`src/logic/sniffer_config.svh`:
```
`ifndef SNIFFER_CONFIG_SVH
`define SNIFFER_CONFIG_SVH

////////////////////
// dram command port.
`define SNIF_ADDR_W 32
`define SNIF_WORD_W 144
`define SNIF_BE_W 18

////////////////////
// host register window.
`define SNIF_LANE_W 36
`define SNIF_LANES 4
`define SNIF_PAGE_W 8
`define SNIF_OFFS_W 22

// outstanding reads the arbiter can route back, power of two.
`define SNIF_RD_DEPTH 16

`endif

```
`src/logic/sniffer_pkg.sv`:
```
`include "sniffer_config.svh"

package sniffer_pkg;

  typedef logic [`SNIF_LANE_W-1:0] lane_t;  // one host lane.

  // raw on the app and dram side, four lanes in the host window.
  typedef union packed {
    logic [`SNIF_WORD_W-1:0] raw;
    lane_t [`SNIF_LANES-1:0] lane;
  } dram_word_u;

  typedef enum logic {
    REQ_APP  = 1'b0,
    REQ_HOST = 1'b1
  } req_id_e;

  typedef enum logic [2:0] {
    HREG_LANE0  = 3'd0,
    HREG_LANE1  = 3'd1,
    HREG_LANE2  = 3'd2,
    HREG_LANE3  = 3'd3,
    HREG_BE     = 3'd4,
    HREG_PAGE   = 3'd5,
    HREG_OFFS   = 3'd6,  // offset, with read select and start.
    HREG_STATUS = 3'd7
  } host_reg_e;

endpackage

```
`src/logic/dram_req_if.sv`:
```
`timescale 1ns/1ns
`include "sniffer_config.svh"

interface dram_req_if;
  import sniffer_pkg::*;

  logic [`SNIF_ADDR_W-1:0] cmd_addr;
  logic                    cmd_rnw;
  logic                    cmd_valid;  // held until ack.
  dram_word_u              wr_data;
  logic [`SNIF_BE_W-1:0]   wr_be;
  logic                    ack;        // single cycle, command taken.
  dram_word_u              rd_data;
  logic                    rd_valid;   // single cycle per read, in issue order.

  modport requestor (
    output cmd_addr, cmd_rnw, cmd_valid, wr_data, wr_be,
    input  ack, rd_data, rd_valid
  );

  modport arbiter (
    input  cmd_addr, cmd_rnw, cmd_valid, wr_data, wr_be,
    output ack, rd_data, rd_valid
  );

endinterface

```
`src/logic/dram_arbiter.sv`:
```
`timescale 1ns/1ns
`include "sniffer_config.svh"

module dram_arbiter (
  input  logic                    dram_clk,
  input  logic                    reset,
  input  logic                    phy_ready,
  input  logic                    stage_take,
  input  sniffer_pkg::dram_word_u dram_rd_data,
  input  logic                    dram_rd_valid,
  output logic                    grant_valid,
  output logic [`SNIF_ADDR_W-1:0] grant_addr,
  output logic                    grant_rnw,
  output sniffer_pkg::dram_word_u grant_data,
  output logic [`SNIF_BE_W-1:0]   grant_be,
  dram_req_if.arbiter             app,
  dram_req_if.arbiter             host
);
  import sniffer_pkg::*;

  localparam int PTR_W = $clog2(`SNIF_RD_DEPTH);

  req_id_e          owner_q [`SNIF_RD_DEPTH];
  logic [PTR_W-1:0] wr_ptr;
  logic [PTR_W-1:0] rd_ptr;
  logic [PTR_W:0]   count;
  logic             q_full;
  logic             q_empty;
  logic             push;
  logic             pop;
  req_id_e          head;
  logic             app_ok;
  logic             host_ok;
  logic             pick_app;
  logic             pick_host;
  logic             prefer_host;
  req_id_e          grant_id;

  ////////////////////
  // request selection.
  // a read is held back while no owner slot is free.
  assign app_ok  = app.cmd_valid && !(app.cmd_rnw && q_full);
  assign host_ok = host.cmd_valid && !(host.cmd_rnw && q_full);

  assign pick_app  = stage_take && phy_ready && app_ok && (!host_ok || !prefer_host);
  assign pick_host = stage_take && phy_ready && host_ok && !pick_app;

  assign grant_id    = pick_host ? REQ_HOST : REQ_APP;
  assign grant_valid = pick_app || pick_host;
  assign grant_addr  = (grant_id == REQ_HOST) ? host.cmd_addr : app.cmd_addr;
  assign grant_rnw   = (grant_id == REQ_HOST) ? host.cmd_rnw : app.cmd_rnw;
  assign grant_data  = (grant_id == REQ_HOST) ? host.wr_data : app.wr_data;
  assign grant_be    = (grant_id == REQ_HOST) ? host.wr_be : app.wr_be;

  assign app.ack  = pick_app;
  assign host.ack = pick_host;

  always_ff @(posedge dram_clk) begin
    if (reset) begin
      prefer_host <= 1'b0;  // application port goes first.
    end else if (grant_valid) begin
      prefer_host <= (grant_id == REQ_APP);
    end
  end

  ////////////////////
  // read owner queue.
  assign push    = grant_valid && grant_rnw;
  assign pop     = dram_rd_valid && !q_empty;
  assign q_full  = (count == `SNIF_RD_DEPTH);
  assign q_empty = (count == '0);
  assign head    = owner_q[rd_ptr];

  always_ff @(posedge dram_clk) begin
    if (push) begin
      owner_q[wr_ptr] <= grant_id;
    end
  end

  always_ff @(posedge dram_clk) begin
    if (reset) begin
      wr_ptr <= '0;
      rd_ptr <= '0;
      count  <= '0;
    end else begin
      if (push) begin
        wr_ptr <= wr_ptr + 1'b1;
      end
      if (pop) begin
        rd_ptr <= rd_ptr + 1'b1;
      end
      case ({push, pop})
        2'b10:   count <= count + 1'b1;
        2'b01:   count <= count - 1'b1;
        default: count <= count;
      endcase
    end
  end

  // data goes to both, only the owner sees the strobe.
  assign app.rd_data   = dram_rd_data;
  assign host.rd_data  = dram_rd_data;
  assign app.rd_valid  = pop && (head == REQ_APP);
  assign host.rd_valid = pop && (head == REQ_HOST);

  a_rd_owned: assert property (
    @(posedge dram_clk) disable iff (reset) dram_rd_valid |-> !q_empty
  ) else $error("read data with no outstanding read");

  a_no_overflow: assert property (
    @(posedge dram_clk) disable iff (reset) push |-> !q_full
  ) else $error("read owner queue overflow");

  a_one_ack: assert property (
    @(posedge dram_clk) disable iff (reset) !(app.ack && host.ack)
  ) else $error("both requestors acked");

endmodule

```
`src/logic/dram_cmd_stage.sv`:
```
`timescale 1ns/1ns
`include "sniffer_config.svh"

module dram_cmd_stage (
  input  logic                    dram_clk,
  input  logic                    reset,
  input  logic                    grant_valid,
  input  logic [`SNIF_ADDR_W-1:0] grant_addr,
  input  logic                    grant_rnw,
  input  sniffer_pkg::dram_word_u grant_data,
  input  logic [`SNIF_BE_W-1:0]   grant_be,
  input  logic                    dram_fifo_ready,
  output logic                    stage_take,
  output logic [`SNIF_ADDR_W-1:0] dram_cmd_addr,
  output logic                    dram_cmd_rnw,
  output logic                    dram_cmd_valid,
  output logic [`SNIF_WORD_W-1:0] dram_wr_data,
  output logic [`SNIF_BE_W-1:0]   dram_wr_be
);

  // free now, or emptied by the controller on this edge.
  assign stage_take = !dram_cmd_valid || dram_fifo_ready;

  always_ff @(posedge dram_clk) begin
    if (reset) begin
      dram_cmd_valid <= 1'b0;
    end else if (stage_take) begin
      dram_cmd_valid <= grant_valid;
    end
  end

  always_ff @(posedge dram_clk) begin
    if (stage_take && grant_valid) begin
      dram_cmd_addr <= grant_addr;
      dram_cmd_rnw  <= grant_rnw;
      dram_wr_data  <= grant_data.raw;
      dram_wr_be    <= grant_be;
    end
  end

  a_cmd_hold: assert property (
    @(posedge dram_clk) disable iff (reset)
    dram_cmd_valid && !dram_fifo_ready |=> dram_cmd_valid &&
      $stable(dram_cmd_addr) && $stable(dram_cmd_rnw) &&
      $stable(dram_wr_data) && $stable(dram_wr_be)
  ) else $error("dram command changed under back-pressure");

endmodule

```
`src/logic/dram_sniffer_top.sv`:
```
`timescale 1ns/1ns
`include "sniffer_config.svh"

module dram_sniffer_top (
  input  logic                    dram_clk,
  input  logic                    reset,
  input  logic                    phy_ready,
  // memory controller side.
  output logic [`SNIF_ADDR_W-1:0] dram_cmd_addr,
  output logic                    dram_cmd_rnw,
  output logic                    dram_cmd_valid,
  output logic [`SNIF_WORD_W-1:0] dram_wr_data,
  output logic [`SNIF_BE_W-1:0]   dram_wr_be,
  input  logic [`SNIF_WORD_W-1:0] dram_rd_data,
  input  logic                    dram_rd_valid,
  input  logic                    dram_fifo_ready,
  // application port.
  input  logic [`SNIF_ADDR_W-1:0] app_cmd_addr,
  input  logic                    app_cmd_rnw,
  input  logic                    app_cmd_valid,
  output logic                    app_cmd_ack,
  input  logic [`SNIF_WORD_W-1:0] app_wr_data,
  input  logic [`SNIF_BE_W-1:0]   app_wr_be,
  output logic [`SNIF_WORD_W-1:0] app_rd_data,
  output logic                    app_rd_valid,
  // host register port.
  input  logic                    host_wr,
  input  logic                    host_rd,
  input  sniffer_pkg::host_reg_e  host_reg,
  input  sniffer_pkg::lane_t      host_wdata,
  output sniffer_pkg::lane_t      host_rdata
);
  import sniffer_pkg::*;

  dram_req_if app_req ();
  dram_req_if host_req ();

  logic                    grant_valid;
  logic [`SNIF_ADDR_W-1:0] grant_addr;
  logic                    grant_rnw;
  dram_word_u              grant_data;
  logic [`SNIF_BE_W-1:0]   grant_be;
  logic                    stage_take;

  ////////////////////
  // application port.
  assign app_req.cmd_addr    = app_cmd_addr << 2;  // word address to byte address.
  assign app_req.cmd_rnw     = app_cmd_rnw;
  assign app_req.cmd_valid   = app_cmd_valid;
  assign app_req.wr_data.raw = app_wr_data;
  assign app_req.wr_be       = app_wr_be;
  assign app_cmd_ack         = app_req.ack;
  assign app_rd_data         = app_req.rd_data.raw;
  assign app_rd_valid        = app_req.rd_valid;

  host_window u_host_window (
    .dram_clk   (dram_clk),
    .reset      (reset),
    .phy_ready  (phy_ready),
    .host_wr    (host_wr),
    .host_rd    (host_rd),
    .host_reg   (host_reg),
    .host_wdata (host_wdata),
    .host_rdata (host_rdata),
    .req        (host_req)
  );

  dram_arbiter u_dram_arbiter (
    .dram_clk      (dram_clk),
    .reset         (reset),
    .phy_ready     (phy_ready),
    .stage_take    (stage_take),
    .dram_rd_data  (dram_rd_data),
    .dram_rd_valid (dram_rd_valid),
    .grant_valid   (grant_valid),
    .grant_addr    (grant_addr),
    .grant_rnw     (grant_rnw),
    .grant_data    (grant_data),
    .grant_be      (grant_be),
    .app           (app_req),
    .host          (host_req)
  );

  dram_cmd_stage u_dram_cmd_stage (
    .dram_clk        (dram_clk),
    .reset           (reset),
    .grant_valid     (grant_valid),
    .grant_addr      (grant_addr),
    .grant_rnw       (grant_rnw),
    .grant_data      (grant_data),
    .grant_be        (grant_be),
    .dram_fifo_ready (dram_fifo_ready),
    .stage_take      (stage_take),
    .dram_cmd_addr   (dram_cmd_addr),
    .dram_cmd_rnw    (dram_cmd_rnw),
    .dram_cmd_valid  (dram_cmd_valid),
    .dram_wr_data    (dram_wr_data),
    .dram_wr_be      (dram_wr_be)
  );

endmodule

```
`src/logic/host_window.sv`:
```
`timescale 1ns/1ns
`include "sniffer_config.svh"

module host_window (
  input  logic                   dram_clk,
  input  logic                   reset,
  input  logic                   phy_ready,
  input  logic                   host_wr,
  input  logic                   host_rd,
  input  sniffer_pkg::host_reg_e host_reg,
  input  sniffer_pkg::lane_t     host_wdata,
  output sniffer_pkg::lane_t     host_rdata,
  dram_req_if.requestor          req
);
  import sniffer_pkg::*;

  dram_word_u              stage_word;  // staged write or returned read.
  logic [`SNIF_BE_W-1:0]   be_q;
  logic [`SNIF_PAGE_W-1:0] page_q;
  logic [`SNIF_OFFS_W-1:0] offs_q;
  logic                    rnw_q;
  logic                    valid_q;
  logic                    busy;
  logic                    field_wr;
  logic                    start;
  lane_t                   rd_mux;

  // fields are frozen while a command waits for its ack.
  assign field_wr = host_wr && !valid_q;
  assign start    = host_wr && (host_reg == HREG_OFFS) && host_wdata[34] && !busy;

  ////////////////////
  // register file.
  always_ff @(posedge dram_clk) begin
    if (field_wr) begin
      case (host_reg)
        HREG_LANE0: stage_word.lane[0] <= host_wdata;
        HREG_LANE1: stage_word.lane[1] <= host_wdata;
        HREG_LANE2: stage_word.lane[2] <= host_wdata;
        HREG_LANE3: stage_word.lane[3] <= host_wdata;
        HREG_BE:    be_q <= host_wdata[`SNIF_BE_W-1:0];
        HREG_PAGE:  page_q <= host_wdata[`SNIF_PAGE_W-1:0];
        HREG_OFFS:  offs_q <= host_wdata[`SNIF_OFFS_W-1:0];
        default: ;
      endcase
    end
    if (start) begin
      rnw_q <= host_wdata[35];  // bit 35 selects a read.
    end
    if (req.rd_valid) begin
      stage_word <= req.rd_data;  // returned word wins over a lane write.
    end
    if (host_rd) begin
      host_rdata <= rd_mux;
    end
  end

  always_comb begin
    rd_mux = '0;
    case (host_reg)
      HREG_LANE0:  rd_mux = stage_word.lane[0];
      HREG_LANE1:  rd_mux = stage_word.lane[1];
      HREG_LANE2:  rd_mux = stage_word.lane[2];
      HREG_LANE3:  rd_mux = stage_word.lane[3];
      HREG_BE:     rd_mux[`SNIF_BE_W-1:0] = be_q;
      HREG_PAGE:   rd_mux[`SNIF_PAGE_W-1:0] = page_q;
      HREG_OFFS: begin
        rd_mux[`SNIF_OFFS_W-1:0] = offs_q;
        rd_mux[35]               = rnw_q;
      end
      HREG_STATUS: rd_mux[1:0] = {phy_ready, busy};
    endcase
  end

  ////////////////////
  // command control.
  always_ff @(posedge dram_clk) begin
    if (reset) begin
      valid_q <= 1'b0;
      busy    <= 1'b0;
    end else if (start) begin
      valid_q <= 1'b1;
      busy    <= 1'b1;
    end else begin
      if (req.ack) begin
        valid_q <= 1'b0;
      end
      // a write is done at its ack, a read when its data is back.
      if ((req.ack && !rnw_q) || req.rd_valid) begin
        busy <= 1'b0;
      end
    end
  end

  assign req.cmd_addr  = {page_q, offs_q, 2'b00};
  assign req.cmd_rnw   = rnw_q;
  assign req.cmd_valid = valid_q;
  assign req.wr_data   = stage_word;
  assign req.wr_be     = be_q;

  a_req_hold: assert property (
    @(posedge dram_clk) disable iff (reset)
    req.cmd_valid && !req.ack |=> req.cmd_valid && $stable(req.cmd_addr) &&
      $stable(req.cmd_rnw) && $stable(req.wr_data) && $stable(req.wr_be)
  ) else $error("host command changed before ack");

endmodule

```
`config.mk`:
```
export PLATFORM = sky130hd
export DESIGN_NAME = dram_sniffer_top
export DESIGN_NICKNAME = d
export VERILOG_FILES = /design/src/logic/sniffer_pkg.sv /design/src/logic/dram_req_if.sv /design/src/logic/dram_arbiter.sv /design/src/logic/dram_cmd_stage.sv /design/src/logic/dram_sniffer_top.sv /design/src/logic/host_window.sv
export VERILOG_INCLUDE_DIRS = /design/src /design/src/logic
export SDC_FILE = /design/constraint.sdc
export NUM_CORES = 1
export LEC_CHECK = 0
export CAP_MARGIN = 20
export CORE_AREA = 5 5 298 300
export CTS_CLUSTER_SIZE = 24
export DETAILED_ROUTE_END_ITERATION = 10
export DIE_AREA = 0 0 303 305
export DONT_BUFFER_PORTS = 1
export PLACE_DENSITY = 0.49
export SYNTH_ARGS = -nofsm -noshare
export SYNTH_HDL_FRONTEND = slang
export SYNTH_HIERARCHICAL = 1
export SYNTH_SLANG_ARGS = --single-unit
```
`constraint.sdc`:
```
create_clock -name dram_clk -period 11.22 [get_ports dram_clk]
set_input_delay 1.683 -clock dram_clk [delete_from_list [all_inputs] [get_ports dram_clk]]
set_output_delay 1.683 -clock dram_clk [all_outputs]
set_load 0.01 [all_outputs]
```
==> flow_metrics.env <==
export IMPL_status="complete, no violations"
export IMPL_mostFrequentLayoutCell="edfxtp_1"
export IMPL_vias=11700
export IMPL_max_slew_margin=0.335
export IMPL_crit_type="in -> reg"
export IMPL_gp_congestion=0.801
export IMPL_ys_ff_latch=461
export IMPL_yosysWarnings=6
export IMPL_cts_max_level=2
export IMPL_worstPathArrival_ps=4910
export IMPL_post_dp_cell_area_mm2=0.0216
export IMPL_fmax_mhz=217
export IMPL_nets=1750
export IMPL_setup_violations=0
export IMPL_startpoint_type="input pin"
export IMPL_tightest_slew_ps=997
export IMPL_top_level_ports=764
export IMPL_drtIter0Drc=830
export IMPL_synth_cells=1636
export IMPL_grt_max_degree=77
export IMPL_portBuffers=0
export IMPL_synthFlopType="edfxtp_1"
export IMPL_synth_async_reset_ratio=0
export IMPL_cts_buffers=53
export IMPL_cp_slowest_stage_delay_ps=800
export IMPL_min_period_ps=4600
export IMPL_die_width_um=303
export IMPL_p_leak_nw=8.41
export IMPL_clk_root_buffer_cell="clkbuf_16"
export IMPL_crit_buf_inv=3
export IMPL_synth_distinct_cells=60
export IMPL_routed_wirelength_mm=75.6
export IMPL_antenna_found_initial=19
export IMPL_cts_path_max_buffers=3
export IMPL_drc=0
export IMPL_critPathCaptureType="flip-flop"
export IMPL_dieArea_mm2=0.0924
export IMPL_path_max_fanout=55
export IMPL_grt_overflow=0
export IMPL_wl_per_cell_um=29.5
export IMPL_stdcell_area_mm2=0.0233
export IMPL_syn_area_mm2=0.0225
export IMPL_final_antenna_net_count=0
export IMPL_core_mm2=0.0859
export IMPL_cts_resized=0
export IMPL_cts_sink_count=461
export IMPL_hold_violations=0
export IMPL_drive_above_1_share=0.228
export IMPL_initial_core_util=0.262
export IMPL_required_ps=11530
export IMPL_yosysSeqAreaShare=0.605
export IMPL_syn_area_per_cell_um2=13.8
export IMPL_holdCritPathClass="reg -> reg"
export IMPL_n_fill_cell=8868
export IMPL_pwr_density_cell_mw_per_mm2=200
export IMPL_critPathTopFamily="buffers and inverters"
export IMPL_finalMaxSlewViolations=0
export IMPL_die_h_um=305
export IMPL_rows=108
export IMPL_dr_max_layer_used="met5"
export IMPL_drtPass1Iterations=5
export IMPL_grt_pass1_vias=12600
export IMPL_cts_hold_buf=0
export IMPL_cap_violations=0
export IMPL_period_share=0.410
export IMPL_cts_tree="done"
export IMPL_worstPathCellList="nand2b_4 -> nand3_1 -> a31oi_1 -> o21ai_4 -> buf_4 -> buf_4 -> buf_4 -> mux2_2"
export IMPL_post_cts_buffers=0
export IMPL_clk_insertion_delay_late_ps=600
export IMPL_setup_tns_ps=0
export IMPL_cp_common_cell="buf_4"
export IMPL_rsz0062_at_grt="no"
export IMPL_clock_skew_final_ps=20.5
export IMPL_synth_edff_count=440
export IMPL_drt_met1_wl_mm=28.9
export IMPL_dr_wl_met2_mm=38.8
export IMPL_hpwl_mm=53.4
export IMPL_avgViaCountPerCell=4.55
export IMPL_ir_worst_vdd_uv=94.5
export IMPL_grt_pass1_wl_mm=102
export IMPL_final_cell_mix="edfxtp_1, nand2_1, mux2_4"
export IMPL_track_usage=0.156
export IMPL_syn_to_final_growth_pct=3.54
export IMPL_clk_pin_slew_ps=50
export IMPL_slowest_stage="buf_4"
export IMPL_wl_met3_mm=6.27
kinds of logic after synthesis:
| kind of cell | after synthesis | synth area share |
|---|---|---|
| AOI/OAI and AO/OA | 85 | 0.0267 |
| xor gates and xnor gates | 5 | 0.00194 |
| adders and majority gates | 10 | 0.00589 |
| buffers and inverters | 376 | 0.120 |
| DFF | 461 | 0.605 |
| muxes | 259 | 0.158 |
| other | 2 | 0.000333 |
| and+or+nand+nor | 438 | 0.0823 |
synthesized netlist by cell type (9+ instances only):
| master | instances | area [um2] |
|---|---|---|
| dfxtp_1 | 21 | 420 |
| mux2_1 | 45 | 507 |
| buf_2 | 14 | 70.1 |
| inv_1 | 15 | 56.3 |
| a22oi_1 | 23 | 173 |
| nand2_1 | 344 | 1290 |
| mux4_2 | 26 | 586 |
| mux2i_1 | 15 | 150 |
| o22ai_1 | 9 | 56.3 |
| nor2b_1 | 22 | 138 |
| and3_1 | 16 | 100 |
| edfxtp_1 | 440 | 13200 |
| a21oi_1 | 13 | 65.1 |
| buf_4 | 295 | 2210 |
| o21ai_1 | 10 | 50.1 |
| nor2_1 | 18 | 67.6 |
| clkbuf_1 | 28 | 105 |
| buf_6 | 21 | 236 |
| mux2_2 | 73 | 822 |
| mux2_4 | 100 | 1500 |
| ha_1 | 9 | 113 |
final timing paths:
| check | to | depth (start not counted) | start | slack, ps |
|---|---|---|---|---|
| worst max-delay path | u_dram_cmd_stage/dram_wr_be[17]$_DFFE_PP_ | 8 | dram_fifo_ready | 6620 |
| worst min-delay path | u_dram_arbiter/wr_ptr[1]$_SDFFE_PP0P_ | 2 | u_dram_arbiter/wr_ptr[1]$_SDFFE_PP0P_ | 510 |
| worst max register to register | u_dram_cmd_stage/dram_wr_be[17]$_DFFE_PP_ | 7 | u_dram_arbiter/count[0]$_SDFFE_PP0P_ | 7130 |
| worst min register to register | u_dram_arbiter/wr_ptr[1]$_SDFFE_PP0P_ | 2 | u_dram_arbiter/wr_ptr[1]$_SDFFE_PP0P_ | 510 |
worst min-delay path: stages (launching register included):
cell and delay [ps]:
dfxtp_1 340, nand2b_1 70, mux2i_1 50
registers in the layout (all words and copies together) (netlist names), 4 cells and up, named ones only:
name                            flops
u_dram_cmd_stage/dram_wr_data     144
u_host_window/req.wr_data         144
u_host_window/host_rdata           36
u_dram_cmd_stage/dram_cmd_addr     32
u_host_window/offs_q               22
u_dram_cmd_stage/dram_wr_be        18
u_host_window/req.wr_be            18
u_dram_arbiter/owner_q             16
u_host_window/page_q                8
u_dram_arbiter/count                5
u_dram_arbiter/rd_ptr               4
u_dram_arbiter/wr_ptr               4
metrics by stage:
| step | instances | setup slack [ps] | utilization | hold WS, ps | power, W |
|---|---|---|---|---|---|
| floorplan | 1638 | 5690 | - | 482 | 0.00278 |
| global placement | 2453 | 6100 | 0.251 | 502 | 0.00298 |
| detailed placement | 2454 | 6030 | 0.251 | 515 | 0.00299 |
| CTS | 2552 | 6680 | 0.271 | 523 | 0.00475 |
| global route | 2558 | 6520 | 0.271 | 552 | 0.00489 |
| finish | 2563 | 6620 | 0.271 | 514 | 0.00467 |
power by group:
part	internal (W)	switching, W	leakage, nW
sequential	0.00216	0.000145	4.29
combinational	0.000193	0.000435	3.27
clock	0.00102	0.000717	0.851
total	0.00337	0.00130	8.41
metal layers:
layer,vias up,track usage
li1,5014,-
met1,5866,0.180
met2,676,0.277
met3,91,0.0487
met4,8,0.0472
met5,-,0
final cells by class:
cell class | instances | area, um2 | share of cell area
well taps | 1155 | 1450 | 0.0619
repair buffers | 19 | 143 | 0.00611
flip-flops and latches | 461 | 13600 | 0.584
clock inverters | 28 | 280 | 0.0120
inverters | 18 | 68.8 | 0.00295
clock buffers | 70 | 1440 | 0.0618
diodes | 11 | 27.5 | 0.00118
multi-input cells | 801 | 6290 | 0.270
Note: power is estimated with default switching activity, not from simulation.
